**src/opc_pkg.sv**
```systemverilog
package opc_pkg;

   typedef logic [15:0] addr_t;
   typedef logic [15:0] data_t;
   typedef logic [7:0]  byte_t;
   typedef logic [3:0]  nibble_t;

   // Active-low segments, bit 6 is g and bit 0 is a
   typedef logic [6:0]  seg_t;

   // Even address of each two-word register pair
   localparam addr_t UART_BASE = 16'hFE08;
   localparam addr_t DISP_BASE = 16'hFE0A;

   localparam data_t UNMAPPED_DATA = 16'hFFFF;

   // Standard hex font for a common-anode display
   function automatic seg_t hex_to_seg(input nibble_t digit);
      seg_t pattern;
      case (digit)
         4'h0: pattern = 7'h40;
         4'h1: pattern = 7'h79;
         4'h2: pattern = 7'h24;
         4'h3: pattern = 7'h30;
         4'h4: pattern = 7'h19;
         4'h5: pattern = 7'h12;
         4'h6: pattern = 7'h02;
         4'h7: pattern = 7'h78;
         4'h8: pattern = 7'h00;
         4'h9: pattern = 7'h10;
         4'hA: pattern = 7'h08;
         4'hB: pattern = 7'h03;
         4'hC: pattern = 7'h46;
         4'hD: pattern = 7'h21;
         4'hE: pattern = 7'h06;
         default: pattern = 7'h0E;
      endcase
      return pattern;
   endfunction

endpackage

```
**src/wb_bus_if.sv**
```systemverilog


// Settings from the display registers to the seven-segment driver
interface disp_link_if import opc_pkg::*; ();
   data_t   value;
   nibble_t duty;
   logic    use_switches;

   modport source (output value, duty, use_switches);
   modport sink   (input value, duty, use_switches);
endinterface

```
**src/seven_seg_display.sv**
```systemverilog
`timescale 1ns/1ps

module seven_seg_display import opc_pkg::*; #(
   parameter int REFRESH_BITS = 8
) (
   input  logic       clk,
   input  logic       rst_n,
   disp_link_if.sink  disp,
   input  logic [7:0] sw,
   output seg_t       seg,
   output logic [3:0] an
);

   logic [REFRESH_BITS+1:0] refresh;
   logic [1:0]              digit;
   data_t                   shown;
   nibble_t                 nib;
   logic                    lit;

   // Free running, the top two bits step through the digits
   always_ff @(posedge clk) begin
      if (!rst_n) begin
         refresh <= '0;
      end else begin
         refresh <= refresh + 1'b1;
      end
   end

   assign digit = refresh[REFRESH_BITS+1:REFRESH_BITS];
   assign shown = disp.use_switches ? {8'h00, sw} : disp.value;
   assign nib   = shown[digit*4 +: 4];
   assign seg   = hex_to_seg(nib);

   // Brightness comes from the share of each 16-cycle slot that is lit
   assign lit = (refresh[3:0] <= disp.duty);

   always_comb begin
      an = 4'hF;
      if (lit) begin
         an[digit] = 1'b0;
      end
   end

   a_one_anode: assert property (@(posedge clk) disable iff (!rst_n)
      $onehot0(~an));

endmodule

```
**src/flat_wrapper.sv**
```systemverilog
// flat-port wrapper written by rule: the top's interface ports become plain ports
module seven_seg_display_flat import opc_pkg::*;
#(
   parameter int REFRESH_BITS = 8
)
  (clk, rst_n, sw, seg, an, disp_value, disp_duty, disp_use_switches);
  disp_link_if disp_i ();
  input  logic clk;
  input  logic rst_n;
  input  logic [7:0] sw;
  output seg_t seg;
  output logic [3:0] an;
  input wire logic [$bits(disp_i.value)-1:0] disp_value;
  input wire logic [$bits(disp_i.duty)-1:0] disp_duty;
  input wire logic [$bits(disp_i.use_switches)-1:0] disp_use_switches;
  assign disp_i.value = disp_value;
  assign disp_i.duty = disp_duty;
  assign disp_i.use_switches = disp_use_switches;
  seven_seg_display #(.REFRESH_BITS(REFRESH_BITS)) u_core (.clk(clk), .rst_n(rst_n), .disp(disp_i), .sw(sw), .seg(seg), .an(an));
endmodule
```
**config.mk**
```make
export PLATFORM = sky130hd
export DESIGN_NAME = seven_seg_display_flat
export DESIGN_NICKNAME = d
export VERILOG_FILES = /design/src/opc_pkg.sv /design/src/wb_bus_if.sv /design/src/seven_seg_display.sv /design/src/flat_wrapper.sv
export SDC_FILE = /design/constraint.sdc
export NUM_CORES = 1
export LEC_CHECK = 0
export BUFFER_PORTS_ARGS = -buffer_cell sky130_fd_sc_hd__buf_2
export CORE_AREA = 2 2 53 74
export CTS_CLUSTER_DIAMETER = 200
export CTS_CLUSTER_SIZE = 40
export DETAILED_ROUTE_END_ITERATION = 10
export DIE_AREA = 0 0 55 76
export PLACE_DENSITY = 0.53
export SYNTH_ARGS = -nofsm -noshare
export SYNTH_HDL_FRONTEND = slang
export SYNTH_SLANG_ARGS = --single-unit
export TNS_END_PERCENT = 1
```
**constraint.sdc**
```tcl
create_clock -name clk -period 2 [get_ports clk]
set_input_delay 0.3 -clock clk [delete_from_list [all_inputs] [get_ports clk]]
set_output_delay 0.3 -clock clk [all_outputs]
set_load 0.02 [all_outputs]
```
==> summary.txt <==
Detailed routing
  • Initial DRT Pass Iterations: 4
  • Vias after detailed routing: 1080
  • Drt drc: 0
  • Vias per cell: roughly 4.9
  • Antenna Violating Nets Remaining: 0
  • Initial drt markers: 5
  • WL per Instance: about 13 µm
  • Final WL: between 2000 and 3000 µm

Critical path
  • Critical-path top delay cell: dfxtp_4
  • CP Data Arrival Time: ~2.1 ns
  • Worst Path Max Fanout: 5
  • CP Class: flip-flop to output port
  • Cell mode on critical path: buf_6
  • WP data required: about 1.7 ns
  • Worst-path cell chain: buf_6 > o32ai_1 > nor2_2 > buf_4 > ha_2 > or3_1 > o211a_1 > buf_6
  • CP peak stage delay: 0.37 ns
  • CP Capture Type: output port
  • Crit start category: flip-flop

Pwr
  • Sw frac: between 30% and 40%
  • LEAKAGE: roughly 0.00075 µW
  • Comb pwr share: between 40 and 50%
  • Psw: roughly 220 µW
  • Clock share of power: 28.8%
  • Maximum VDD drop: 0.3457 mV
  • Pint: 487.1 µW
  • Power Density: approximately 440 mW/mm²
  • Sequential Power Share: between 20% and 30%

Global route
  • Initial antenna violation count: 0
  • First-pass GRT wire length: between 4000 and 5000 µm
  • Final global-route overflow total: 0
  • Number of global-route vias before repair: roughly 1100
  • GRT Total Usage: between 10% and 20%
  • Largest net degree at the start of global routing: 11

Floorplan
  • IO Pins: 42
  • Die Width: ~55 µm
  • Die Area: 0.004180 mm²
  • FP Rows: 26
  • Core box area: 0.003578 mm²
  • Die Ht: ~76 µm
  • Starting Density: between 20% and 30%

Run
  • Max Cap Viol: 0

Timing
  • Final-report hold violation count: 0
  • Setup ws final: -0.3637 ns
  • Worst-margin pin slew: 0.2772 ns
  • Final setup fails: 11
  • Final Critical Period: between 2 and 2.5 ns
  • Clk_skew: about 0.0016 ns
  • Fmax achieved: between 400 and 500 MHz
  • Final Cycle Share: 118.2%
  • RSZ-0062 raised after global routing: true
  • Max-slew violations: 0
  • Rel. slew slack: 80.99%
  • Setup TNS: -2.710 ns

Synth
  • Mean area per synthesized cell: 8.396 µm²
  • Yosys Warn Count: 0
  • Area contributors post-synth: dfxtp_1 (20%), mux2i_1 (18%), ha_1 (12%)
  • Post-Synth XOR/XNOR Area: under 10%
  • Top cell type by total area after synthesis: dfxtp_1
  • Post-synth top cells: mux2i_1 (18), dfxtp_1 (10), ha_1 (10), nor2_1 (10), nand3_1 (9)
  • #FFs+latches synth: 10
  • Post-synthesis cell type count: 31
  • Multiplexer area fraction after synthesis: between 10% and 20%
  • Post-synth net total: around 160
  • Sequential share of the synthesized area: roughly a fifth
  • Count leader, synth: mux2i_1
  • Post-synth ARST share: 0%
  • Synth top area share: about a fifth
  • Post-Syn Area: just over 0.001 mm²
  • Number of flops mapped to enable cells by yosys: 0
  • Syn Inst Count: approximately 120
  • Simple-Gate Fraction of Synth Area: between 20% and 30%
  • Ys flop type: dfxtp_1
  • Synth Area in Compound Gates: a little under an eighth
  • Largest family of logic cells by synthesized area: simple AND/OR/NAND/NOR gates
  • Post-Synth Adder-Cell Area: around an eighth

Clocking
  • Clk sinks: 10
  • CTS H-Tree Depth: 1
  • Clk pin slew, worst setup/hold paths: 0.04 ns
  • CTS Buf Count: 3
  • Root Buffer: clkbuf_8
  • Clk_lat worst skew: 0.23 ns
  • CTS max path bufs: 2
  • CTS tree: done
  • Hold buffer count at cts: 0

Placement
  • PortBufs: 41
  • Placed wire-length estimate: about 2300 µm
  • DP Area: approximately 0.0014 mm²
  • Placer Congestion: ~0.79

Status
  • Failing checks: setup timing
  • Status: finished with violations

Min path
  • Hold Crit Class: input pin to flip-flop

Cells and area
  • Max reg flops: 10
  • Diode count: 0
  • Post-route cell area: approximately 0.0016 mm²
  • Final Core Density: 44.48%
  • Biggest regs: u_core.refresh (10)
  • Area growth syn-to-layout: 56.65%
  • Share of layout cells above drive strength 1: between 40% and 50%
  • Fin nets: about 220
  • Largest register by flop count: u_core.refresh
[timing repair]
action                                  4_1_cts  5_1_grt
setup buffers                                 4        1
gates resized for setup                      26        6
pin swaps                                     6        3
endpoints found under the setup margin       11       11
[routing by layer]
layer  routed length [µm]  vias up  global-route usage [%]
met5                    0        -                       0
met4                   43        0                   5.122
met3                  126        5                   1.176
met2                 1677       33                   28.33
met1                 1056      494                   14.90
li1                     -      548                       -
[cell type report]
| type | instances | area (µm²) |
|---|---|---|
| inverter | 8 | 30.03 |
| clock buffer | 3 | 41.29 |
| tap | 42 | 52.55 |
| multi-input combinational | 97 | 854.6 |
| timing repair buffer | 61 | 406.6 |
| sequential | 10 | 206.4 |
| fill | 372 | 1987 |
[power groups by stage]
| stage | Combinational, µW | Clock, µW | Sequential [µW] |
|---|---|---|---|
| 2_1_floorplan | 160 | 0 | 213 |
| 3_3_place_gp | 247 | 0 | 215 |
| 3_5_place_dp | 254 | 0 | 215 |
| 4_1_cts | 283 | 211 | 210 |
| 5_1_grt | 319 | 218 | 211 |
| 6_report | 290 | 202 | 210 |
[per-stage QoR]
step	total power, µW	hold slack [ns]	instances	worst slack [ns]
CTS	703.4	0.3848	220	-0.3794
global placement	462.2	0.4568	214	-0.1712
finish	702.6	0.3822	221	-0.3637
global route	747.9	0.4206	221	-0.4472
floorplan	373.5	0.4217	121	-0.06941
detailed placement	468.7	0.4652	214	-0.2335
[worst max-delay path: cells and delay by family, from the launching register on]
| family | cells | cell delay [ns] |
|---|---|---|
| AND/OR/NAND/NOR | 2 | 0.44 |
| adder cells (fa/ha/maj) | 1 | 0.17 |
| flip-flops | 1 | 0.37 |
| buffers and inverters | 3 | 0.42 |
| AO/OA/AOI/OAI | 2 | 0.44 |
[worst paths after layout]
kind	start	end	slack, ns	cells after the start
max reg2reg	u_core.refresh[2]	u_core.refresh[9]	0.66	5
max	u_core.refresh[8]	seg[0]	-0.36	8
min	rst_n	u_core.refresh[8]	0.38	2
min reg2reg	u_core.refresh[0]	u_core.refresh[0]	0.47	1
[placed cells by master (no fill, tap or decap), types with 2 or more instances in the layout]
cell type   n
buf_2      36
buf_4      17
mux2i_1    15
nand3_1     9
inv_1       8
nor2_1      7
and2_1      7
ha_1        7
buf_6       7
dfxtp_1     7
xnor2_1     5
nor3_1      3
or3_1       3
ha_2        3
clkbuf_8    3
nand2b_1    2
mux2i_2     2
o32ai_4     2
nor2_4      2
nor2b_1     2
o21a_1      2
nand4_1     2
nand2_1     2
xor2_1      2
o21ai_0     2
a21boi_0    2
dfxtp_2     2
[logic make-up (layout without fill, tap and decap cells)]
group / after synthesis / in the layout
AO/OA/AOI/OAI: 16 / 16
XOR/XNOR: 7 / 7
adder cells (fa/ha/maj): 10 / 10
buffers and inverters: 14 / 72
flip-flops: 10 / 10
multiplexers: 19 / 19
AND/OR/NAND/NOR: 45 / 45
(Power assumes the default switching activity.)
