**src/opc_pkg.sv**
```systemverilog
package opc_pkg;

   typedef logic [15:0] addr_t;
   typedef logic [15:0] data_t;
   typedef logic [7:0]  byte_t;
   typedef logic [3:0]  nibble_t;

   // Active-low segments, bit 6 is g and bit 0 is a
   typedef logic [6:0]  seg_t;

   // Even address of each two-word register pair
   localparam addr_t UART_BASE = 16'hFE08;
   localparam addr_t DISP_BASE = 16'hFE0A;

   localparam data_t UNMAPPED_DATA = 16'hFFFF;

   // Standard hex font for a common-anode display
   function automatic seg_t hex_to_seg(input nibble_t digit);
      seg_t pattern;
      case (digit)
         4'h0: pattern = 7'h40;
         4'h1: pattern = 7'h79;
         4'h2: pattern = 7'h24;
         4'h3: pattern = 7'h30;
         4'h4: pattern = 7'h19;
         4'h5: pattern = 7'h12;
         4'h6: pattern = 7'h02;
         4'h7: pattern = 7'h78;
         4'h8: pattern = 7'h00;
         4'h9: pattern = 7'h10;
         4'hA: pattern = 7'h08;
         4'hB: pattern = 7'h03;
         4'hC: pattern = 7'h46;
         4'hD: pattern = 7'h21;
         4'hE: pattern = 7'h06;
         default: pattern = 7'h0E;
      endcase
      return pattern;
   endfunction

endpackage

```
**src/wb_bus_if.sv**
```systemverilog
`timescale 1ns/1ps

// One Wishbone classic link from the decoder to a single slave
interface wb_bus_if import opc_pkg::*; ();
   logic  cyc;
   logic  stb;
   logic  we;
   addr_t adr;
   data_t dat_w;
   data_t dat_r;
   logic  ack;

   modport master (output cyc, stb, we, adr, dat_w, input dat_r, ack);
   modport slave  (input cyc, stb, we, adr, dat_w, output dat_r, ack);
endinterface


```
**src/uart.sv**
```systemverilog
`timescale 1ns/1ps

module uart import opc_pkg::*; #(
   parameter int CLK_HZ = 25_000_000,
   parameter int BAUD   = 1_562_500
) (
   input  logic     clk,
   input  logic     rst_n,
   wb_bus_if.slave  bus,
   input  logic     rxd,
   output logic     txd
);

   localparam int DIV  = CLK_HZ / BAUD;
   localparam int CW   = $clog2(DIV);
   localparam int HALF = DIV / 2 - 1;

   typedef enum logic [1:0] {
      TX_IDLE,
      TX_START,
      TX_DATA,
      TX_STOP
   } tx_state_t;

   tx_state_t       tx_state;
   logic [CW-1:0]   tx_cnt;
   logic [2:0]      tx_bit;
   byte_t           tx_shift;
   logic            tx_busy;
   logic            tx_tick;

   logic            rx_meta;
   logic            rx_s;
   logic            rx_active;
   logic [CW-1:0]   rx_cnt;
   logic [3:0]      rx_bit;
   byte_t           rx_shift;
   byte_t           rx_byte;
   logic            rx_valid;

   logic            req;
   logic            wr_data;
   logic            rd_data;

   assign req     = bus.cyc && bus.stb && !bus.ack;
   assign wr_data = req && bus.we && !bus.adr[0];
   assign rd_data = req && !bus.we && !bus.adr[0];
   assign tx_busy = (tx_state != TX_IDLE);
   assign tx_tick = (tx_cnt == CW'(DIV - 1));

   // Bus side, data register at the even address and status at the odd one
   always_ff @(posedge clk) begin
      if (!rst_n) begin
         bus.ack <= 1'b0;
      end else begin
         bus.ack <= req;
      end
      if (req) begin
         bus.dat_r <= bus.adr[0] ? {14'b0, tx_busy, rx_valid} : {8'h00, rx_byte};
      end
   end

   // Transmitter, a write while busy is simply lost
   always_ff @(posedge clk) begin
      if (!rst_n) begin
         tx_state <= TX_IDLE;
         tx_cnt   <= '0;
         tx_bit   <= '0;
         tx_shift <= '0;
         txd      <= 1'b1;
      end else begin
         tx_cnt <= tx_tick ? '0 : tx_cnt + 1'b1;
         case (tx_state)
            TX_IDLE: begin
               tx_cnt <= '0;
               if (wr_data) begin
                  tx_shift <= bus.dat_w[7:0];
                  txd      <= 1'b0;
                  tx_state <= TX_START;
               end
            end
            TX_START: begin
               if (tx_tick) begin
                  txd      <= tx_shift[0];
                  tx_bit   <= '0;
                  tx_state <= TX_DATA;
               end
            end
            TX_DATA: begin
               if (tx_tick) begin
                  if (tx_bit == 3'd7) begin
                     txd      <= 1'b1;
                     tx_state <= TX_STOP;
                  end else begin
                     txd      <= tx_shift[1];
                     tx_shift <= tx_shift >> 1;
                     tx_bit   <= tx_bit + 1'b1;
                  end
               end
            end
            default: begin
               if (tx_tick) begin
                  tx_state <= TX_IDLE;
               end
            end
         endcase
      end
   end

   // Receiver, bit 0 is the start bit and bit 9 the stop bit
   always_ff @(posedge clk) begin
      if (!rst_n) begin
         rx_meta   <= 1'b1;
         rx_s      <= 1'b1;
         rx_active <= 1'b0;
         rx_cnt    <= '0;
         rx_bit    <= '0;
         rx_valid  <= 1'b0;
      end else begin
         rx_meta <= rxd;
         rx_s    <= rx_meta;
         if (rd_data) begin
            rx_valid <= 1'b0;
         end
         if (!rx_active) begin
            rx_cnt <= '0;
            rx_bit <= '0;
            if (!rx_s) begin
               rx_active <= 1'b1;
            end
         end else begin
            rx_cnt <= (rx_cnt == CW'(DIV - 1)) ? '0 : rx_cnt + 1'b1;
            if (rx_cnt == CW'(HALF)) begin
               rx_bit <= rx_bit + 1'b1;
               if (rx_bit == 4'd0 && rx_s) begin
                  // Glitch, not a real start bit
                  rx_active <= 1'b0;
               end else if (rx_bit == 4'd9) begin
                  rx_byte   <= rx_shift;
                  rx_valid  <= 1'b1;
                  rx_active <= 1'b0;
               end else if (rx_bit != 4'd0) begin
                  rx_shift <= {rx_s, rx_shift[7:1]};
               end
            end
         end
      end
   end

   a_idle_line_high: assert property (@(posedge clk) disable iff (!rst_n)
      (tx_state == TX_IDLE) |-> txd);

endmodule

```
**src/flat_wrapper.sv**
```systemverilog
// flat-port wrapper written by rule: the top's interface ports become plain ports
module uart_flat import opc_pkg::*;
#(
   parameter int CLK_HZ = 25_000_000,
   parameter int BAUD   = 1_562_500
)
  (clk, rst_n, rxd, txd, bus_cyc, bus_stb, bus_we, bus_adr, bus_dat_w, bus_dat_r, bus_ack);
  wb_bus_if bus_i ();
  input  logic clk;
  input  logic rst_n;
  input  logic rxd;
  output logic txd;
  input wire logic [$bits(bus_i.cyc)-1:0] bus_cyc;
  input wire logic [$bits(bus_i.stb)-1:0] bus_stb;
  input wire logic [$bits(bus_i.we)-1:0] bus_we;
  input wire logic [$bits(bus_i.adr)-1:0] bus_adr;
  input wire logic [$bits(bus_i.dat_w)-1:0] bus_dat_w;
  output wire logic [$bits(bus_i.dat_r)-1:0] bus_dat_r;
  output wire logic [$bits(bus_i.ack)-1:0] bus_ack;
  assign bus_i.cyc = bus_cyc;
  assign bus_i.stb = bus_stb;
  assign bus_i.we = bus_we;
  assign bus_i.adr = bus_adr;
  assign bus_i.dat_w = bus_dat_w;
  assign bus_dat_r = bus_i.dat_r;
  assign bus_ack = bus_i.ack;
  uart #(.CLK_HZ(CLK_HZ), .BAUD(BAUD)) u_core (.clk(clk), .rst_n(rst_n), .bus(bus_i), .rxd(rxd), .txd(txd));
endmodule
```
**config.mk**
```make
export PLATFORM = sky130hd
export DESIGN_NAME = uart_flat
export DESIGN_NICKNAME = d
export VERILOG_FILES = /design/src/opc_pkg.sv /design/src/wb_bus_if.sv /design/src/uart.sv /design/src/flat_wrapper.sv
export SDC_FILE = /design/constraint.sdc
export NUM_CORES = 1
export LEC_CHECK = 0
export BUFFER_PORTS_ARGS = -buffer_cell sky130_fd_sc_hd__buf_2
export CAP_MARGIN = 25
export CORE_UTILIZATION = 30
export DETAILED_ROUTE_END_ITERATION = 16
export PLACE_DENSITY = 0.51
export SYNTH_ARGS = -nofsm -noshare
export SYNTH_HDL_FRONTEND = slang
export SYNTH_SLANG_ARGS = --single-unit
```
**constraint.sdc**
```tcl
create_clock -name clk -period 3.5 [get_ports clk]
set_input_delay 0.7 -clock clk [delete_from_list [all_inputs] [get_ports clk]]
set_output_delay 0.7 -clock clk [all_outputs]
set_load 0.02 [all_outputs]
```
==> summary.md <==
| Metric | Value |
|---|---|
| Status | finished, final reports clean |
| Vias per Instance | 4.49 |
| Area share of and/or/nand/nor cells after synthesis | 16.1% |
| Comb pwr share | 21.5% |
| Leading post-synthesis cells by cell area | edfxtp_1 30%, dfxtp_1 26%, ha_1 5.7% |
| DRC violations left | 0 |
| Switching fraction of total power | ~30% |
| Number of flops mapped to enable cells by yosys | 24 |
| Proportion of synthesized area in mux cells | 4.22% |
| Largest fanout on the critical path | 9 |
| Maximum clock insertion buffer count | 2 |
| Average detailed-routed wire length per instance | 11.7 µm |
| Hold violation count in the final report | 0 |
| Worst clock skew | 0.00555 ns |
| I/O pin count | 56 |
| Antenna diode count | 0 |
| Core area | roughly 7700 µm² |
| Leakage dissipation | 1.10 nW |
| Pre-CTS worst setup slack | 1.22 ns |
| Total negative setup slack | 0 ns |
| Worst hold path endpoint | u_core.rx_s$_SDFF_PN1_ |
| Register clock-pin slew on the reported worst setup and hold paths | about 0.10 ns |
| Data arrival time of the worst path | 2.37 ns |
| Unique masters post-synth | 47 |
| CTS sink count | 55 |
| Fraction of final layout cells with drive strength greater than 1 | 20.2% |
| FF/Latch Area | approximately 1300 µm² |
| Most used cells in the layout excluding fill and tap cells | 31 x dfxtp_1, 24 x buf_2, 24 x edfxtp_1 |
| Sum of net half-perimeters after detailed placement | 2.84 mm |
| Mapped Area | around 2400 µm² |
| R2r endpoint | u_core.tx_shift[7]$_SDFFE_PN0P_ |
| CTS Root Cell | clkbuf_8 |
| Initial Utilization | 31.1% |
| Post-synthesis share of cell area spent on full adders, half adders and majority gates | 5.74% |
| Power density over the cells | 527 nW/µm² |
| Number of cells on the worst reg-to-reg path | 8 |
| Final nets | between 200 and 300 |
| Area leader, netlist | edfxtp_1 |
| Remaining antenna violation count | 0 |
| Compound-cell area share of the yosys netlist | a little over a tenth |
| Max-slew violation total from the final report | 0 |
| Min Tclk post-route | 2.19 ns |
| Worst Hold Class | register to register |
| Largest net degree at the start of global routing | 24 |
| First-pass GRT wire length | roughly 7 mm |
| Clock group share of total power | between 20 and 30% |
| Total number of placement rows | 32 |
| Vert. Die Dim | 91.4 µm |
| Number of maximum-capacitance violations | 0 |
| Cts hold-fix bufs | 0 |
| Synth-to-layout area growth | 13.0% |
| Setup repair after global routing missed its margin | no |
| Most frequent standard cell in the layout excluding fill and tap cells | dfxtp_1 |
| Power share of the sequential group | a little over half |
| Aggregate global routing overflow | 0 |
| DR iter-0 viols | just under 80 |
| Largest voltage drop on the vdd net | 0.305 mV |
| Post-synth top area share | 30.0% |
| Sequential area share after synthesis | a little under three fifths |
| Number of cells on the worst hold path | 1 |
| Quantity of gates resized following cts | 0 |
| Ys Warns | 0 |
| Internal reg-to-reg setup slack | around 1.3 ns |
| DR vias | 1,528 |
| Kind of start point of the critical path | register |
| Post-synthesis cell count | 208 |
| Sw Pwr | 0.425 mW |
| Reg-to-reg startpoint | u_core.tx_state[0]$_SDFFE_PN0P_ |
| Number of flip-flops and latches in the synthesized netlist | 55 |
| Slew HR | 55.5% |
| Clock Latency Late Sink | 0.31 ns |
| Worst Path Required | 3.68 ns |
| Area of the multi-input gates | 962 µm² |
| Number of fill cells | 796 |
| Setup Viol. Count Final | 0 |
| Critical path capture point type | register |
| Area of the die | 8360 µm² |
| Period utilization | 62.5% |
| Post-synthesis area per instance | 11.5 µm² |
| CTS tree | done |
| Vias in the first global route | approximately 1,500 |
| Actual transition at the worst max-transition pin | approximately 0.66 ns |
| Die X-Extent | 91.4 µm |
| Global-route usage over all layers | around a tenth |
| Overall routed net length | 3.96 mm |
| Internal Power | ~1 mW |
| Worst Setup Path Type | register to register |
| Cts bufs inserted | 5 |
| # port buffers | 24 |
| Max Clk Rate | 457 MHz |
| Final worst slack | 1.31 ns |
| Xor and xnor area share after synthesis | 1.82% |
| Count of H-tree levels built during CTS | 2 |
| Number of buffers inserted by post-CTS setup repair | 0 |
| Synth Flop Type | dfxtp_1 |
| Routability congestion estimate | 0.728 |
| Worst hold path startpoint | u_core.rx_meta$_SDFF_PN1_ |
| Proportion of register bits with asynchronous set or reset after synthesis | 0% |
| Number of antenna violations at the first check in global routing | 0 |
| Main combinational cell family by area after synthesis | simple AND/OR/NAND/NOR gates |
| Detailed-routing iteration count for the pre-antenna-repair pass | 3 |
==> registers in the layout (all words and copies together) (netlist names), 2 cells and up <==
signal	flops
u_core.bus.dat_r	8
u_core.tx_state	2
u_core.tx_bit	3
u_core.rx_byte	8
u_core.tx_shift	8
u_core.rx_cnt	4
u_core.rx_bit	4
u_core.rx_shift	8
u_core.tx_cnt	4
==> cells by family (layout without fill, tap and decap cells) <==
kind of cell	after synthesis	in the layout
DFF	55	55
AOI/OAI and AO/OA	34	34
adders and majority gates	11	11
and+or+nand+nor	70	70
other	1	8
buffers and inverters	22	45
xor gates and xnor gates	5	5
muxes	10	10
==> synth_stat cells (all sizes together) (3+ instances only) <==
library cell and number:
a21boi 4, a21oi 7, and2 3, and2b 6
buf 11, dfxtp 31, edfxtp 24, ha 11
inv 9, mux2i 9, nand2 17, nand2b 5
nand3 10, nor2 11, nor2b 4, o211a 7
o21ai 8, xnor2 3
==> power groups by stage <==
stage	clock [mW]	sequential (mW)	combinational, mW
global placement	0	0.767	0.308
floorplan	0	0.773	0.232
CTS	0.397	0.754	0.311
global route	0.417	0.760	0.349
finish	0.369	0.753	0.306
detailed placement	0	0.768	0.310
==> critical path, cell delays in order, from the launching register on <==
cell,delay (ns)
dfxtp_1,0.39
inv_1,0.08
ha_1,0.33
buf_4,0.23
nand2b_1,0.19
o21ai_1,0.11
buf_4,0.17
and2_0,0.42
o32ai_1,0.14
==> layer usage <==
metal  vias up  wire, µm  GRT usage (%)
met5         -         0              0
li1        779         -              -
met1       714      2010           14.4
met3         7       152           2.35
met2        28      1740           16.1
met4         0        60           4.37
==> worst max-delay path by stage <==
stage / start / end / slack [ns] / cells after the start
after global placement: bus_adr[0] / u_core.tx_shift[7]$_SDFFE_PN0P_ / 1.22 / 4
after CTS: u_core.tx_state[0]$_SDFFE_PN0P_ / u_core.tx_shift[7]$_SDFFE_PN0P_ / 1.32 / 8
after floorplan: rst_n / u_core.rx_byte[0]$_DFFE_PP_ / 1.29 / 2
after detailed placement: bus_adr[0] / u_core.tx_shift[7]$_SDFFE_PN0P_ / 1.22 / 4
final: u_core.tx_state[0]$_SDFFE_PN0P_ / u_core.tx_shift[7]$_SDFFE_PN0P_ / 1.31 / 8
after global routing: u_core.tx_state[0]$_SDFFE_PN0P_ / u_core.tx_shift[7]$_SDFFE_PN0P_ / 1.12 / 8
==> final cells by class <==
class | instances | area share (%)
clock buffer | 5 | 2.54
clock inverter | 3 | 1.02
inverter | 9 | 1.25
multi-input combinational | 138 | 35.5
sequential | 55 | 49.5
tap | 102 | 4.71
timing repair buffer | 28 | 5.54
==> per-stage QoR <==
stage / util [%] / power (mW) / hold WS [ns] / cell area, µm² / instances
after global routing: 35.1 / 1.53 / 0.459 / 2710 / 340
after CTS: 35.1 / 1.46 / 0.443 / 2710 / 340
after global placement: 33.8 / 1.07 / 0.399 / 2620 / 332
after floorplan: - / 1.01 / 0.386 / 2430 / 215
after detailed placement: 33.8 / 1.08 / 0.418 / 2620 / 332
final: 35.1 / 1.43 / 0.436 / 2710 / 340
(Power assumes the default switching activity.)
