$ cat config.mk
export PLATFORM = sky130hd
export DESIGN_NAME = bus_decoder_flat
export DESIGN_NICKNAME = d
export VERILOG_FILES = /design/src/opc_pkg.sv /design/src/wb_bus_if.sv /design/src/bus_decoder.sv /design/src/flat_wrapper.sv
export SDC_FILE = /design/constraint.sdc
export NUM_CORES = 1
export LEC_CHECK = 0
export ABC_AREA = 0
export BUFFER_PORTS_ARGS = -buffer_cell sky130_fd_sc_hd__buf_4
export CORE_AREA = 2 2 82 84
export DETAILED_ROUTE_END_ITERATION = 16
export DIE_AREA = 0 0 84 86
export SLEW_MARGIN = 20
export SYNTH_ARGS = -nofsm -noshare
export SYNTH_HDL_FRONTEND = slang
export SYNTH_SLANG_ARGS = --single-unit
$ cat constraint.sdc
create_clock -name clk -period 0.95 [get_ports clk]
set_input_delay 0.095 -clock clk [delete_from_list [all_inputs] [get_ports clk]]
set_output_delay 0.095 -clock clk [all_outputs]
set_load 0.05 [all_outputs]
$ cat src/opc_pkg.sv
package opc_pkg;

   typedef logic [15:0] addr_t;
   typedef logic [15:0] data_t;
   typedef logic [7:0]  byte_t;
   typedef logic [3:0]  nibble_t;

   // Active-low segments, bit 6 is g and bit 0 is a
   typedef logic [6:0]  seg_t;

   // Even address of each two-word register pair
   localparam addr_t UART_BASE = 16'hFE08;
   localparam addr_t DISP_BASE = 16'hFE0A;

   localparam data_t UNMAPPED_DATA = 16'hFFFF;

   // Standard hex font for a common-anode display
   function automatic seg_t hex_to_seg(input nibble_t digit);
      seg_t pattern;
      case (digit)
         4'h0: pattern = 7'h40;
         4'h1: pattern = 7'h79;
         4'h2: pattern = 7'h24;
         4'h3: pattern = 7'h30;
         4'h4: pattern = 7'h19;
         4'h5: pattern = 7'h12;
         4'h6: pattern = 7'h02;
         4'h7: pattern = 7'h78;
         4'h8: pattern = 7'h00;
         4'h9: pattern = 7'h10;
         4'hA: pattern = 7'h08;
         4'hB: pattern = 7'h03;
         4'hC: pattern = 7'h46;
         4'hD: pattern = 7'h21;
         4'hE: pattern = 7'h06;
         default: pattern = 7'h0E;
      endcase
      return pattern;
   endfunction

endpackage

$ cat src/wb_bus_if.sv
`timescale 1ns/1ps

// One Wishbone classic link from the decoder to a single slave
interface wb_bus_if import opc_pkg::*; ();
   logic  cyc;
   logic  stb;
   logic  we;
   addr_t adr;
   data_t dat_w;
   data_t dat_r;
   logic  ack;

   modport master (output cyc, stb, we, adr, dat_w, input dat_r, ack);
   modport slave  (input cyc, stb, we, adr, dat_w, output dat_r, ack);
endinterface


$ cat src/bus_decoder.sv
`timescale 1ns/1ps

module bus_decoder import opc_pkg::*; #(
   parameter int RAM_AW = 14
) (
   input  logic        clk,
   input  logic        rst_n,
   input  logic        wb_cyc,
   input  logic        wb_stb,
   input  logic        wb_we,
   input  addr_t       wb_adr,
   input  data_t       wb_dat_w,
   output data_t       wb_dat_r,
   output logic        wb_ack,
   wb_bus_if.master    ram_bus,
   wb_bus_if.master    uart_bus,
   wb_bus_if.master    disp_bus
);

   logic ram_sel;
   logic uart_sel;
   logic disp_sel;
   logic unmapped;
   logic um_ack;

   assign ram_sel  = (wb_adr[15:RAM_AW] == '0);
   assign uart_sel = ({wb_adr[15:1], 1'b0} == UART_BASE);
   assign disp_sel = ({wb_adr[15:1], 1'b0} == DISP_BASE);
   assign unmapped = !(ram_sel || uart_sel || disp_sel);

   // Shared request lines, stb goes only to the addressed slave
   assign ram_bus.cyc   = wb_cyc;
   assign ram_bus.we    = wb_we;
   assign ram_bus.adr   = wb_adr;
   assign ram_bus.dat_w = wb_dat_w;
   assign ram_bus.stb   = wb_stb && ram_sel;

   assign uart_bus.cyc   = wb_cyc;
   assign uart_bus.we    = wb_we;
   assign uart_bus.adr   = wb_adr;
   assign uart_bus.dat_w = wb_dat_w;
   assign uart_bus.stb   = wb_stb && uart_sel;

   assign disp_bus.cyc   = wb_cyc;
   assign disp_bus.we    = wb_we;
   assign disp_bus.adr   = wb_adr;
   assign disp_bus.dat_w = wb_dat_w;
   assign disp_bus.stb   = wb_stb && disp_sel;

   // Nobody answers an unmapped address, so the decoder acks it itself
   always_ff @(posedge clk) begin
      if (!rst_n) begin
         um_ack <= 1'b0;
      end else begin
         um_ack <= wb_cyc && wb_stb && unmapped && !um_ack;
      end
   end

   always_comb begin
      if (ram_sel) begin
         wb_dat_r = ram_bus.dat_r;
         wb_ack   = ram_bus.ack;
      end else if (uart_sel) begin
         wb_dat_r = uart_bus.dat_r;
         wb_ack   = uart_bus.ack;
      end else if (disp_sel) begin
         wb_dat_r = disp_bus.dat_r;
         wb_ack   = disp_bus.ack;
      end else begin
         wb_dat_r = UNMAPPED_DATA;
         wb_ack   = um_ack;
      end
   end

   a_one_slave_stb: assert property (@(posedge clk) disable iff (!rst_n)
      $onehot0({ram_bus.stb, uart_bus.stb, disp_bus.stb}));

   // An ack must answer a strobe still held by the master
   a_ack_needs_stb: assert property (@(posedge clk) disable iff (!rst_n)
      $rose(wb_ack) |-> wb_stb);

endmodule

$ cat src/flat_wrapper.sv
// flat-port wrapper written by rule: the top's interface ports become plain ports
module bus_decoder_flat import opc_pkg::*;
#(
   parameter int RAM_AW = 14
)
  (clk, rst_n, wb_cyc, wb_stb, wb_we, wb_adr, wb_dat_w, wb_dat_r, wb_ack, ram_bus_cyc, ram_bus_stb, ram_bus_we, ram_bus_adr, ram_bus_dat_w, ram_bus_dat_r, ram_bus_ack, uart_bus_cyc, uart_bus_stb, uart_bus_we, uart_bus_adr, uart_bus_dat_w, uart_bus_dat_r, uart_bus_ack, disp_bus_cyc, disp_bus_stb, disp_bus_we, disp_bus_adr, disp_bus_dat_w, disp_bus_dat_r, disp_bus_ack);
  wb_bus_if ram_bus_i ();
  wb_bus_if uart_bus_i ();
  wb_bus_if disp_bus_i ();
  input  logic clk;
  input  logic rst_n;
  input  logic wb_cyc;
  input  logic wb_stb;
  input  logic wb_we;
  input  addr_t wb_adr;
  input  data_t wb_dat_w;
  output data_t wb_dat_r;
  output logic wb_ack;
  output wire logic [$bits(ram_bus_i.cyc)-1:0] ram_bus_cyc;
  output wire logic [$bits(ram_bus_i.stb)-1:0] ram_bus_stb;
  output wire logic [$bits(ram_bus_i.we)-1:0] ram_bus_we;
  output wire logic [$bits(ram_bus_i.adr)-1:0] ram_bus_adr;
  output wire logic [$bits(ram_bus_i.dat_w)-1:0] ram_bus_dat_w;
  input wire logic [$bits(ram_bus_i.dat_r)-1:0] ram_bus_dat_r;
  input wire logic [$bits(ram_bus_i.ack)-1:0] ram_bus_ack;
  output wire logic [$bits(uart_bus_i.cyc)-1:0] uart_bus_cyc;
  output wire logic [$bits(uart_bus_i.stb)-1:0] uart_bus_stb;
  output wire logic [$bits(uart_bus_i.we)-1:0] uart_bus_we;
  output wire logic [$bits(uart_bus_i.adr)-1:0] uart_bus_adr;
  output wire logic [$bits(uart_bus_i.dat_w)-1:0] uart_bus_dat_w;
  input wire logic [$bits(uart_bus_i.dat_r)-1:0] uart_bus_dat_r;
  input wire logic [$bits(uart_bus_i.ack)-1:0] uart_bus_ack;
  output wire logic [$bits(disp_bus_i.cyc)-1:0] disp_bus_cyc;
  output wire logic [$bits(disp_bus_i.stb)-1:0] disp_bus_stb;
  output wire logic [$bits(disp_bus_i.we)-1:0] disp_bus_we;
  output wire logic [$bits(disp_bus_i.adr)-1:0] disp_bus_adr;
  output wire logic [$bits(disp_bus_i.dat_w)-1:0] disp_bus_dat_w;
  input wire logic [$bits(disp_bus_i.dat_r)-1:0] disp_bus_dat_r;
  input wire logic [$bits(disp_bus_i.ack)-1:0] disp_bus_ack;
  assign ram_bus_cyc = ram_bus_i.cyc;
  assign ram_bus_stb = ram_bus_i.stb;
  assign ram_bus_we = ram_bus_i.we;
  assign ram_bus_adr = ram_bus_i.adr;
  assign ram_bus_dat_w = ram_bus_i.dat_w;
  assign ram_bus_i.dat_r = ram_bus_dat_r;
  assign ram_bus_i.ack = ram_bus_ack;
  assign uart_bus_cyc = uart_bus_i.cyc;
  assign uart_bus_stb = uart_bus_i.stb;
  assign uart_bus_we = uart_bus_i.we;
  assign uart_bus_adr = uart_bus_i.adr;
  assign uart_bus_dat_w = uart_bus_i.dat_w;
  assign uart_bus_i.dat_r = uart_bus_dat_r;
  assign uart_bus_i.ack = uart_bus_ack;
  assign disp_bus_cyc = disp_bus_i.cyc;
  assign disp_bus_stb = disp_bus_i.stb;
  assign disp_bus_we = disp_bus_i.we;
  assign disp_bus_adr = disp_bus_i.adr;
  assign disp_bus_dat_w = disp_bus_i.dat_w;
  assign disp_bus_i.dat_r = disp_bus_dat_r;
  assign disp_bus_i.ack = disp_bus_ack;
  bus_decoder #(.RAM_AW(RAM_AW)) u_core (.clk(clk), .rst_n(rst_n), .wb_cyc(wb_cyc), .wb_stb(wb_stb), .wb_we(wb_we), .wb_adr(wb_adr), .wb_dat_w(wb_dat_w), .wb_dat_r(wb_dat_r), .wb_ack(wb_ack), .ram_bus(ram_bus_i), .uart_bus(uart_bus_i), .disp_bus(disp_bus_i));
endmodule
==> flow_metrics.env <==
export IMPL_status="complete, but fails checks"
export IMPL_violations="setup timing"
export IMPL_utilization=0.3450
export IMPL_antenna_found_initial=0
export IMPL_coreArea_um2=6277
export IMPL_io_buffer_count=137
export IMPL_pwr_share_clk=0
export IMPL_maxSlewViolCount=0
export IMPL_clk_latency_ns=0
export IMPL_min_period_over_period=1.399
export IMPL_multi_input_area_um2=626.9
export IMPL_drcViolationCount=0
export IMPL_diodes=0
export IMPL_maxCapViolCount=0
export IMPL_dp_cells=304
export IMPL_power_switching_mw=0.7542
export IMPL_post_dp_cell_area_um2=1949
export IMPL_num_vias=1224
export IMPL_largest_reg_flops=1
export IMPL_grt_overflow=0
export IMPL_crit_arrival_ns=1.23
export IMPL_p_seq_frac=0.034
export IMPL_fillers=660
export IMPL_endpoint_kind="output pin"
export IMPL_worst_pin_slew_ns=0.3082
export IMPL_peakVddDrop_mv=0.3963
export IMPL_first_pass_iters=2
export IMPL_routed_wl_mm=4.064
export IMPL_grt_pass1_wl_mm=6.189
export IMPL_grt_pass1_vias=1252
export IMPL_reg_top3="u_core.um_ack x1"
export IMPL_yosys_warnings=0
export IMPL_power_leakage_nw=1.092
export IMPL_ys_types=22
export IMPL_comb_power_share=0.966
export IMPL_ys_seq_area_frac=0.01576
export IMPL_io_pin_count=210
export IMPL_dieArea_um2=7224
export IMPL_grt_max_degree=14
export IMPL_final_area_um2=2166
export IMPL_chipHeight_um=86
export IMPL_p_sw_frac=0.5655
export IMPL_max_freq_mhz=752.2
export IMPL_skew_ns=0
export IMPL_start_util=0.2023
export IMPL_post_drt_wl_per_cell_um=13.19
export IMPL_avgSynthCellArea_um2=7.216
export IMPL_die_w_um=84
export IMPL_highest_layer="met4"
export IMPL_finalSetupViolCount=21
export IMPL_hp_class="input pin to output pin"
export IMPL_rsz0062_at_grt="yes"
export IMPL_syn_inst=176
export IMPL_syn_to_final_growth_pct=70.54
export IMPL_cp_start_kind="input pin"
export IMPL_hold_violations=0
export IMPL_routed_via_density=3.974
export IMPL_worst_slew_margin_rel=0.7886
export IMPL_grt_usage=0.1027
export IMPL_detailroute_wirelength_met3_um=392
export IMPL_fin_crit_ns=1.329
export IMPL_synth_area_um2=1270
export IMPL_drive_above_1_share=0.8139
export IMPL_final_setup_tns_ns=-6.532
export IMPL_preCtsSetupSlack_ns=-0.4668
export IMPL_wl_met1_mm=1.465
export IMPL_wl_met2_mm=2.165
export IMPL_seqCellArea_um2=20.02
export IMPL_fin_cells=308
export IMPL_cp_max_fo=8
export IMPL_cp_required_ns=0.85
export IMPL_synth_nets=264
export IMPL_worstSetupPathType="input pin to output pin"
export IMPL_place_gp_congestion=0.6537
export IMPL_dp_hpwl_mm=3.360
export IMPL_power_density_nw_per_um2=615.8
export IMPL_regMostFlops="u_core.um_ack"
export IMPL_nets=321
export IMPL_drt_iter0_markers=3
export IMPL_ys_ff_latch=1
export IMPL_ant_nets=0
export IMPL_p_int_mw=0.5794
export IMPL_num_rows=29
export IMPL_finalWorstSetupSlack_ns=-0.3794
==> synthesized netlist by cell type, drive strengths merged <==
master / number / area [um2]
or2: 1 / 6.260
nand2: 1 / 3.750
dfxtp: 1 / 20.02
and4: 2 / 17.52
and3: 1 / 6.260
nor3: 2 / 10.01
nor2b: 1 / 6.260
nor4b: 1 / 15.01
a21oi: 18 / 90.09
nand4: 1 / 6.260
nor2: 17 / 63.81
inv: 1 / 3.750
clkbuf: 2 / 7.510
nand3b: 1 / 7.510
and4bb: 1 / 12.51
mux2: 1 / 11.26
nor3b: 1 / 7.510
buf: 106 / 804.5
mux2i: 17 / 170.2
==> power groups by stage <==
| stage | clock (mW) | combinational [mW] | sequential [mW] |
|---|---|---|---|
| finish | 0 | 1.29 | 0.0453 |
| global route | 0 | 1.35 | 0.0455 |
| CTS | 0 | 1.30 | 0.0453 |
| detailed placement | 0 | 1.23 | 0.0452 |
| global placement | 0 | 1.22 | 0.0452 |
| floorplan | 0 | 1.45 | 0.0449 |
==> cell usage in the layout (no fill, tap or decap) <==
cell,n
inv_1,1
nor2b_1,1
mux2_2,1
and4_4,1
mux2i_4,1
or2_4,1
nand4_1,1
nor2_1,16
and4bb_2,1
a21oi_2,5
mux2i_1,16
nor3_1,1
and3_4,1
and4_1,1
a21oi_1,2
buf_12,5
nor2_4,1
nand2_1,1
nand3b_1,1
buf_4,129
buf_8,2
dfxtp_1,1
nor3_4,1
buf_16,1
a21oi_4,11
buf_6,26
nor4b_4,1
nor3b_1,1
==> cell type report <==
class,count,area share
multi-input cells,66,0.2894
repair buffers,163,0.6551
inverters,1,0.001733
flip-flops and latches,1,0.009243
well taps,77,0.04448
==> cells by family (layout without fill, tap and decap cells) <==
group / count (synthesis) / in the layout / share of synthesized area
compound gates: 18 / 18 / 0.07094
buf+inv: 109 / 164 / 0.6424
flops: 1 / 1 / 0.01576
mux: 18 / 18 / 0.1429
simple gates: 30 / 30 / 0.1281
==> layer usage <==
layer | vias to the layer above | track usage
met5 | - | 0
met4 | 0 | 0.01466
met3 | 12 | 0.02214
met2 | 74 | 0.2015
met1 | 551 | 0.1156
li1 | 587 | -
==> repair_timing <==
item / 4_1_cts / 5_1_grt
hold buffers: 0 / 0
pin swaps: 6 / 3
endpoints found under the setup margin: 21 / 21
setup buffers: 3 / 0
gates resized for setup: 39 / 1
cloned: 2 / 0
endpoints found under the hold margin: 0 / 0
==> worst paths after layout <==
path                            depth (start not counted)          start  slack, ns          endpoint
worst max-delay path                                    7      wb_adr[4]      -0.38       wb_dat_r[8]
worst min register to register                          2  u_core.um_ack       0.51     u_core.um_ack
worst min-delay path                                    0    wb_dat_w[3]       0.19  ram_bus_dat_w[3]
worst max register to register                          2  u_core.um_ack       0.32     u_core.um_ack
==> critical path, stage by stage <==
cell and delay (ns):
buf_6 0.09, and4bb_2 0.31, and4_4 0.27, buf_12 0.11, buf_12 0.14, a21oi_4 0.06
buf_6 0.15
==> per-stage QoR <==
| stage | hold WS (ns) | total power [mW] |
|---|---|---|
| detailed placement | 0.1907 | 1.276 |
| global placement | 0.1907 | 1.266 |
| CTS | 0.1907 | 1.341 |
| global route | 0.1901 | 1.394 |
| finish | 0.1900 | 1.334 |
| floorplan | 0.2187 | 1.496 |
Note: power is estimated with default switching activity, not from simulation.
