--- config.mk ---
export PLATFORM = sky130hd
export DESIGN_NAME = display_regs_flat
export DESIGN_NICKNAME = d
export VERILOG_FILES = /design/src/opc_pkg.sv /design/src/wb_bus_if.sv /design/src/display_regs.sv /design/src/flat_wrapper.sv
export SDC_FILE = /design/constraint.sdc
export NUM_CORES = 1
export LEC_CHECK = 0
export ABC_AREA = 1
export BUFFER_PORTS_ARGS = -buffer_cell sky130_fd_sc_hd__buf_2
export CAP_MARGIN = 20
export CELL_PAD_IN_SITES_DETAIL_PLACEMENT = 1
export CELL_PAD_IN_SITES_GLOBAL_PLACEMENT = 1
export CORE_ASPECT_RATIO = 1.1
export CORE_MARGIN = 3
export CORE_UTILIZATION = 34
export DETAILED_ROUTE_END_ITERATION = 16
export HOLD_SLACK_MARGIN = 0.1
export MAX_ROUTING_LAYER = met4
export PLACE_DENSITY = 0.8
export SYNTH_ARGS = -nofsm -noshare
export SYNTH_HDL_FRONTEND = slang
export SYNTH_SLANG_ARGS = --single-unit
--- constraint.sdc ---
create_clock -name clk -period 2.22 [get_ports clk]
set_clock_uncertainty 0.1 [all_clocks]
set_input_delay 0.111 -clock clk [delete_from_list [all_inputs] [get_ports clk]]
set_output_delay 0.111 -clock clk [all_outputs]
set_load 0.01 [all_outputs]
--- src/opc_pkg.sv ---
package opc_pkg;

   typedef logic [15:0] addr_t;
   typedef logic [15:0] data_t;
   typedef logic [7:0]  byte_t;
   typedef logic [3:0]  nibble_t;

   // Active-low segments, bit 6 is g and bit 0 is a
   typedef logic [6:0]  seg_t;

   // Even address of each two-word register pair
   localparam addr_t UART_BASE = 16'hFE08;
   localparam addr_t DISP_BASE = 16'hFE0A;

   localparam data_t UNMAPPED_DATA = 16'hFFFF;

   // Standard hex font for a common-anode display
   function automatic seg_t hex_to_seg(input nibble_t digit);
      seg_t pattern;
      case (digit)
         4'h0: pattern = 7'h40;
         4'h1: pattern = 7'h79;
         4'h2: pattern = 7'h24;
         4'h3: pattern = 7'h30;
         4'h4: pattern = 7'h19;
         4'h5: pattern = 7'h12;
         4'h6: pattern = 7'h02;
         4'h7: pattern = 7'h78;
         4'h8: pattern = 7'h00;
         4'h9: pattern = 7'h10;
         4'hA: pattern = 7'h08;
         4'hB: pattern = 7'h03;
         4'hC: pattern = 7'h46;
         4'hD: pattern = 7'h21;
         4'hE: pattern = 7'h06;
         default: pattern = 7'h0E;
      endcase
      return pattern;
   endfunction

endpackage

--- src/wb_bus_if.sv ---
`timescale 1ns/1ps

// One Wishbone classic link from the decoder to a single slave
interface wb_bus_if import opc_pkg::*; ();
   logic  cyc;
   logic  stb;
   logic  we;
   addr_t adr;
   data_t dat_w;
   data_t dat_r;
   logic  ack;

   modport master (output cyc, stb, we, adr, dat_w, input dat_r, ack);
   modport slave  (input cyc, stb, we, adr, dat_w, output dat_r, ack);
endinterface

// Settings from the display registers to the seven-segment driver
interface disp_link_if import opc_pkg::*; ();
   data_t   value;
   nibble_t duty;
   logic    use_switches;

   modport source (output value, duty, use_switches);
   modport sink   (input value, duty, use_switches);
endinterface

--- src/display_regs.sv ---
`timescale 1ns/1ps

module display_regs import opc_pkg::*; (
   input  logic        clk,
   input  logic        rst_n,
   wb_bus_if.slave     bus,
   disp_link_if.source disp
);

   data_t      value;
   // Bit 4 selects the switches, bits 3..0 hold the duty
   logic [4:0] ctrl;
   logic       req;

   assign req = bus.cyc && bus.stb && !bus.ack;

   always_ff @(posedge clk) begin
      if (!rst_n) begin
         bus.ack <= 1'b0;
         value   <= '0;
         ctrl    <= 5'h0F;
      end else begin
         bus.ack <= req;
         if (req && bus.we) begin
            if (bus.adr[0]) begin
               ctrl <= bus.dat_w[4:0];
            end else begin
               value <= bus.dat_w;
            end
         end
      end
   end

   // Read back of both registers
   always_ff @(posedge clk) begin
      if (req) begin
         bus.dat_r <= bus.adr[0] ? {11'b0, ctrl} : value;
      end
   end

   assign disp.value        = value;
   assign disp.duty         = ctrl[3:0];
   assign disp.use_switches = ctrl[4];

endmodule

--- src/flat_wrapper.sv ---
// flat-port wrapper written by rule: the top's interface ports become plain ports
module display_regs_flat import opc_pkg::*;
  (clk, rst_n, bus_cyc, bus_stb, bus_we, bus_adr, bus_dat_w, bus_dat_r, bus_ack, disp_value, disp_duty, disp_use_switches);
  wb_bus_if bus_i ();
  disp_link_if disp_i ();
  input  logic clk;
  input  logic rst_n;
  input wire logic [$bits(bus_i.cyc)-1:0] bus_cyc;
  input wire logic [$bits(bus_i.stb)-1:0] bus_stb;
  input wire logic [$bits(bus_i.we)-1:0] bus_we;
  input wire logic [$bits(bus_i.adr)-1:0] bus_adr;
  input wire logic [$bits(bus_i.dat_w)-1:0] bus_dat_w;
  output wire logic [$bits(bus_i.dat_r)-1:0] bus_dat_r;
  output wire logic [$bits(bus_i.ack)-1:0] bus_ack;
  output wire logic [$bits(disp_i.value)-1:0] disp_value;
  output wire logic [$bits(disp_i.duty)-1:0] disp_duty;
  output wire logic [$bits(disp_i.use_switches)-1:0] disp_use_switches;
  assign bus_i.cyc = bus_cyc;
  assign bus_i.stb = bus_stb;
  assign bus_i.we = bus_we;
  assign bus_i.adr = bus_adr;
  assign bus_i.dat_w = bus_dat_w;
  assign bus_dat_r = bus_i.dat_r;
  assign bus_ack = bus_i.ack;
  assign disp_value = disp_i.value;
  assign disp_duty = disp_i.duty;
  assign disp_use_switches = disp_i.use_switches;
  display_regs u_core (.clk(clk), .rst_n(rst_n), .bus(bus_i), .disp(disp_i));
endmodule
==> impl_metrics.py, run 1 <==
metrics = {
    "clock_network": {
        "cts.sinks": 38,
        "ctsHtreeMaxLevel": 2,
        "cts_buffer_depth": 2,
        "cts_setup_buffers": 0,
        "cts_tree": "done",
        "numCtsBuffers": 5,
        "cts_root_buf": "clkbuf_8",
        "path_clk_slew_ns": 0.07,
        "cts_resized": 0,
        "clkLatencyLatePin_ns": 0.28,
    },
    "worst_setup_path": {
        "cp_max_fo": 23,
        "critPathSlowestCell": "dlygate4sd3_1",
        "ff2ff_setup_slack_ns": 0.81,
        "crit_buf_inv": 3,
        "max_stage_delay_ns": 0.51,
        "cp.arrival_ns": 1.64,
        "timing.critical_path.mode_cell": "nand2_1",
        "end_kind": "register",
        "cp-start-kind": "input pin",
        "crit_chain": "dlygate4sd3_1, buf_2, nand2_1, nor2_4, buf_12, nand4_1, nand2_1, nor2_1",
        "critPathTopFamily": "buffers and inverters",
        "worst-setup-path-type": "input pin to register",
        "worstPathRequired_ns": 2.31,
    },
    "synth": {
        "netlist_area_um2": 1580,
        "syn_avg_cell_area_um2": 8.27,
        "yosys-mux-area-fraction_pct": 0,
        "synth.distinct_cells": 13,
        "synth_top_family_by_area": "simple AND/OR/NAND/NOR gates",
        "synthXorXnorAreaFrac_pct": 0,
        "synth-compound-area-share_pct": 0,
        "synthSimpleGateAreaFrac_pct": 31.4,
        "synth_seq_area_share_pct": 58.3,
        "yosys.area_share.adder_pct": 0,
        "yosysWarningCount": 0,
        "synthCells": 191,
        "syn-num-nets": 228,
        "yosys_register_bits": 38,
    },
    "final_layout": {
        "final_layout_size_suffix_gt1_share_pct": 25.5,
        "multiInputGateArea_um2": 504,
        "syn_to_final_growth_pct": 38.2,
        "regArea_um2": 921,
        "nFillCells": 564,
        "nNetsFinal": 303,
        "final_common_cell": "buf_2",
        "fin_area_um2": 2180,
        "final_cell_mix": "59 x buf_2, 46 x nor2_1, 37 x nand2_1",
        "num_antenna_cells": 0,
    },
    "pwr": {
        "peakVddDrop_uv": 248,
        "p_leak_nw": 1.04,
        "power_density_nw_per_um2": 636,
    },
    "detailed_routing": {
        "avgViaCountPerCell": 4.70,
        "num_vias": 1508,
        "drt_wl_total_um": 4060,
        "ant_nets": 0,
        "dr.pass1.iters": 4,
        "drcViolationCount": 0,
        "drt_iter0_markers": 75,
        "routedWlPerCell_um": 12.7,
    },
    "placement": {
        "gp_congestion": 0.668,
        "dpl_cell_area_um2": 1920,
        "dp_hpwl_um": 2610,
        "io_buffer_count": 59,
    },
    "global_route": {
        "antenna_found_initial": 0,
        "grt_max_degree": 24,
        "globalRouteTotalUtil_pct": 16.4,
        "grt-ovfl-total": 0,
        "grt_pass1_vias": 1478,
        "grt_pass1_wl_um": 6910,
    },
    "flow_run": {
        "maxCapViolCount": 0,
    },
    "floorplan": {
        "rows": 25,
        "dieArea_um2": 5500,
        "initial_utilization_pct": 36.1,
        "die_x_um": 71,
        "core_area_um2": 4380,
        "die_y_um": 77.5,
        "ios": 75,
    },
    "timing": {
        "rsz0062_at_grt": "no",
        "max_freq_mhz": 643,
        "hold_violations": 0,
        "slew_viol_final": 0,
        "worst_pin_slew_ns": 0.700,
        "post-route-period-util_pct": 70.1,
        "setup_viol": 0,
        "period_needed_ns": 1.56,
        "relSlewSlack_pct": 53.3,
        "fin_setup_tns_ns": 0,
    },
    "hold_path": {
        "min_path_type": "input pin to register",
    },
    "run_status": {
        "status": "finished, final reports clean",
    },
}
==> sequential cells by signal, summed over array words and instances (netlist names) <==
register / count
u_core.disp.value: 16
u_core.ctrl: 5
u_core.bus.ack: 1
u_core.bus.dat_r: 16
==> per-layer routing <==
| layer | up-vias | track usage (%) | share of wire (%) |
|---|---|---|---|
| li1 | 751 | - | - |
| met1 | 712 | 17.6 | 40 |
| met2 | 41 | 29.0 | 54 |
| met3 | 4 | 2.20 | 4.7 |
| met4 | 0 | 8.46 | 1.3 |
| met5 | - | - | 0 |
==> where the power goes <==
part,switching [mW],internal [mW],total (mW)
Combinational,0.0989,0.0765,0.175
Clock,0.224,0.223,0.447
Sequential,0.0128,0.754,0.766
==> synth_stat cells <==
library cell | instances | area (um^2)
buf_1 | 2 | 7.51
buf_2 | 4 | 20.0
buf_6 | 1 | 11.3
clkbuf_1 | 4 | 15.0
dfxtp_1 | 22 | 440
edfxtp_1 | 16 | 480
inv_1 | 29 | 109
nand2_1 | 37 | 139
nand3_1 | 5 | 25.0
nand4_1 | 22 | 138
nor2_1 | 47 | 176
nor2_4 | 1 | 11.3
nor3b_1 | 1 | 7.51
==> worst register-to-register path: stages, from the launching register on <==
cell	delay, ns
dfxtp_1	0.36
nor2_4	0.38
buf_12	0.23
nand4_1	0.11
nand2_1	0.09
nor2_1	0.04
==> kinds of logic after synthesis <==
logic type,count (synthesis)
and+or+nand+nor,113
buffers and inverters,40
DFF,38
==> metrics by stage <==
step / power [mW] / setup slack (ns) / utilization, % / hold WS, ns / std cells
detailed placement: 0.935 / 0.742 / 43.9 / 0.303 / 295
global placement: 0.932 / 0.763 / 43.9 / 0.292 / 295
CTS: 1.41 / 0.661 / 49.9 / 0.118 / 321
floorplan: 0.866 / 0.848 / - / 0.132 / 191
global route: 1.46 / 0.526 / 49.9 / 0.144 / 321
finish: 1.39 / 0.665 / 49.9 / 0.124 / 321
==> timing repair <==
action	in CTS	in global routing
hold buffers	18	0
endpoints found under the setup margin	0	0
endpoints found under the hold margin	22	0
==> area by class of cell <==
type                    count  area share [%]
clock buffers               8            3.67
flip-flops and latches     38            42.2
well taps                  54            3.09
repair buffers             79            23.0
multi-input cells         113            23.1
inverters                  29            4.98
==> path summary, 6_finish.rpt <==
kind / cells past startpoint / start / to
min reg2reg: 2 / u_core.ctrl[1] / u_core.ctrl[1]
max: 8 / bus_stb / u_core.disp.value[9]
max reg2reg: 5 / u_core.bus.ack / u_core.disp.value[9]
min: 2 / rst_n / u_core.ctrl[2]
(Power assumes the default switching activity.)
==> run 2, diff against run 1 <==
--- a/config.mk
+++ b/config.mk
@@ -12,11 +12,11 @@
 export CELL_PAD_IN_SITES_GLOBAL_PLACEMENT = 1
 export CORE_ASPECT_RATIO = 1.1
 export CORE_MARGIN = 3
-export CORE_UTILIZATION = 34
+export CORE_UTILIZATION = 29
 export DETAILED_ROUTE_END_ITERATION = 16
 export HOLD_SLACK_MARGIN = 0.1
 export MAX_ROUTING_LAYER = met4
-export PLACE_DENSITY = 0.8
+export PLACE_DENSITY = 0.72
 export SYNTH_ARGS = -nofsm -noshare
 export SYNTH_HDL_FRONTEND = slang
 export SYNTH_SLANG_ARGS = --single-unit
==> constraint.sdc (replaced) <==
create_clock -name clk -period 1.3 [get_ports clk]
set_clock_uncertainty 0.1 [all_clocks]
set_input_delay 0.065 -clock clk [delete_from_list [all_inputs] [get_ports clk]]
set_output_delay 0.065 -clock clk [all_outputs]
set_load 0.01 [all_outputs]
==> impl_metrics.py, run 2 (same netlist as run 1, synthesis figures left out) <==
metrics = {
    "timing": {
        "post-route-period-util_pct": 91.4,
        "setup_viol": 0,
        "worst_pin_slew_ns": 0.416,
        "fin_setup_tns_ns": 0,
        "slew_viol_final": 0,
        "relSlewSlack_pct": 72.3,
        "period_needed_ns": 1.19,
        "hold_violations": 0,
        "max_freq_mhz": 842,
        "rsz0062_at_grt": "no",
    },
    "final_layout": {
        "regArea_um2": 921,
        "final_layout_size_suffix_gt1_share_pct": 28.6,
        "final_cell_mix": "59 x buf_2, 46 x nor2_1, 37 x nand2_1",
        "syn_to_final_growth_pct": 45.4,
        "num_antenna_cells": 0,
        "nNetsFinal": 312,
        "largestRegisters": "u_core.bus.dat_r: 16 flops, u_core.disp.value: 16 flops, u_core.ctrl: 5 flops",
        "nFillCells": 663,
        "final_common_cell": "buf_2",
        "multiInputGateArea_um2": 509,
    },
    "floorplan": {
        "dieArea_um2": 6370,
        "die_x_um": 76.4,
        "core_area_um2": 5130,
        "rows": 27,
        "initial_utilization_pct": 30.8,
        "die_y_um": 83.4,
        "ios": 75,
    },
    "detailed_routing": {
        "routedWlPerCell_um": 12.6,
        "drt_wl_total_um": 4400,
        "drt_iter0_markers": 92,
        "dr.pass1.iters": 4,
        "ant_nets": 0,
        "avgViaCountPerCell": 4.40,
        "drcViolationCount": 0,
        "num_vias": 1532,
    },
    "clock_network": {
        "cts_setup_buffers": 0,
        "cts_buffer_depth": 2,
        "cts_tree": "done",
        "ctsHtreeMaxLevel": 2,
        "cts.sinks": 38,
        "cts_root_buf": "clkbuf_8",
        "clkLatencyLatePin_ns": 0.28,
        "numCtsBuffers": 5,
        "path_clk_slew_ns": 0.07,
    },
    "global_route": {
        "antenna_found_initial": 0,
        "grt_pass1_vias": 1647,
        "grt-ovfl-total": 0,
        "grt_max_degree": 23,
        "grt_busiest_layer": "met2",
        "grt_use_met3_pct": 2.71,
        "grt_pass1_wl_um": 7480,
        "grt_use_met2_pct": 27.7,
        "met1_usage_pct": 15.9,
        "globalRouteTotalUtil_pct": 14.9,
    },
    "placement": {
        "gp_congestion": 0.745,
        "io_buffer_count": 59,
        "dp_hpwl_um": 3150,
    },
    "worst_setup_path": {
        "ff2ff_setup_slack_ns": 0.11,
        "cp-startpoint": "u_core.bus.ack",
        "cp-start-kind": "register",
        "cp.arrival_ns": 1.27,
        "reg2reg_from": "u_core.bus.ack",
        "r2r-end": "u_core.disp.value[3]",
        "worst-setup-path-type": "register to register",
        "rr_worst_depth": 5,
        "cp_max_fo": 18,
        "worstPathRequired_ns": 1.38,
        "end_kind": "register",
    },
    "hold_path": {
        "holdPathStages": 4,
        "min_path_type": "input pin to register",
        "worstHoldStart": "bus_we",
        "whs_endpoint": "u_core.ctrl[1]",
    },
    "pwr": {
        "total_power_mw": 2.41,
        "peakVddDrop_uv": 400,
        "power_density_nw_per_um2": 1050,
        "p_leak_nw": 1.09,
    },
    "flow_run": {
        "maxCapViolCount": 0,
    },
    "run_status": {
        "status": "finished, final reports clean",
    },
}
## run 2: cell types whose count changed in the layout (fill, tap and decap cells not counted), sizes merged
cell	delta
clkbuf	-2
clkinv	+2
buf	+9
## run 2: how the worst max path moves through the flow
stage | to | cells after the start
floorplan | u_core.bus.dat_r[0] | 2
global placement | u_core.disp.value[1] | 5
detailed placement | u_core.disp.value[0] | 6
CTS | u_core.disp.value[0] | 6
global route | u_core.disp.value[12] | 5
finish | u_core.disp.value[3] | 5
## run 2: area by class of cell
class	instances	share of cell area [%]
tap	72	3.92
inverter	29	4.74
sequential	38	40.1
multi-input combinational	113	22.2
clock buffer	6	3.16
timing repair buffer	88	25.5
clock inverter	2	0.381
## run 2: routing by layer
layer,part of all wire (%),routed length (um),up-vias
met5,0,0,-
met2,54,2370,39
met4,0.86,38,0
met3,3.6,160,4
li1,-,-,769
met1,42,1830,720
## run 2: critical path, stage by stage (launching register included)
cell     delay (ns)
dfxtp_1        0.37
nor2_4         0.23
buf_12         0.19
nand4_1        0.08
nand2_1        0.07
nor2_1         0.04
## run 2: power breakdown
group          switching [mW]  internal, mW
clock network           0.403         0.369
logic                   0.176         0.152
registers              0.0226          1.29
total                   0.602          1.81
## run 2: metrics by stage
stage	cells	hold WS, ns	setup slack, ns	util [%]	instance area, um^2
2_1_floorplan	191	0.0863	0.0446	-	1580
5_1_grt	348	0.199	0.00198	44.7	2300
6_report	348	0.173	0.112	44.7	2300
4_1_cts	348	0.165	0.0626	44.6	2290
3_3_place_gp	322	0.246	0.120	39.5	2030
3_5_place_dp	322	0.256	0.0834	39.5	2030
## run 2: timing repair
| action | 4_1_cts | 5_1_grt |
|---|---|---|
| resized for setup | 0 | 2 |
| hold endpoints to repair | 22 | 0 |
| hold buffers | 18 | 0 |
| endpoints found under the setup margin | 0 | 9 |
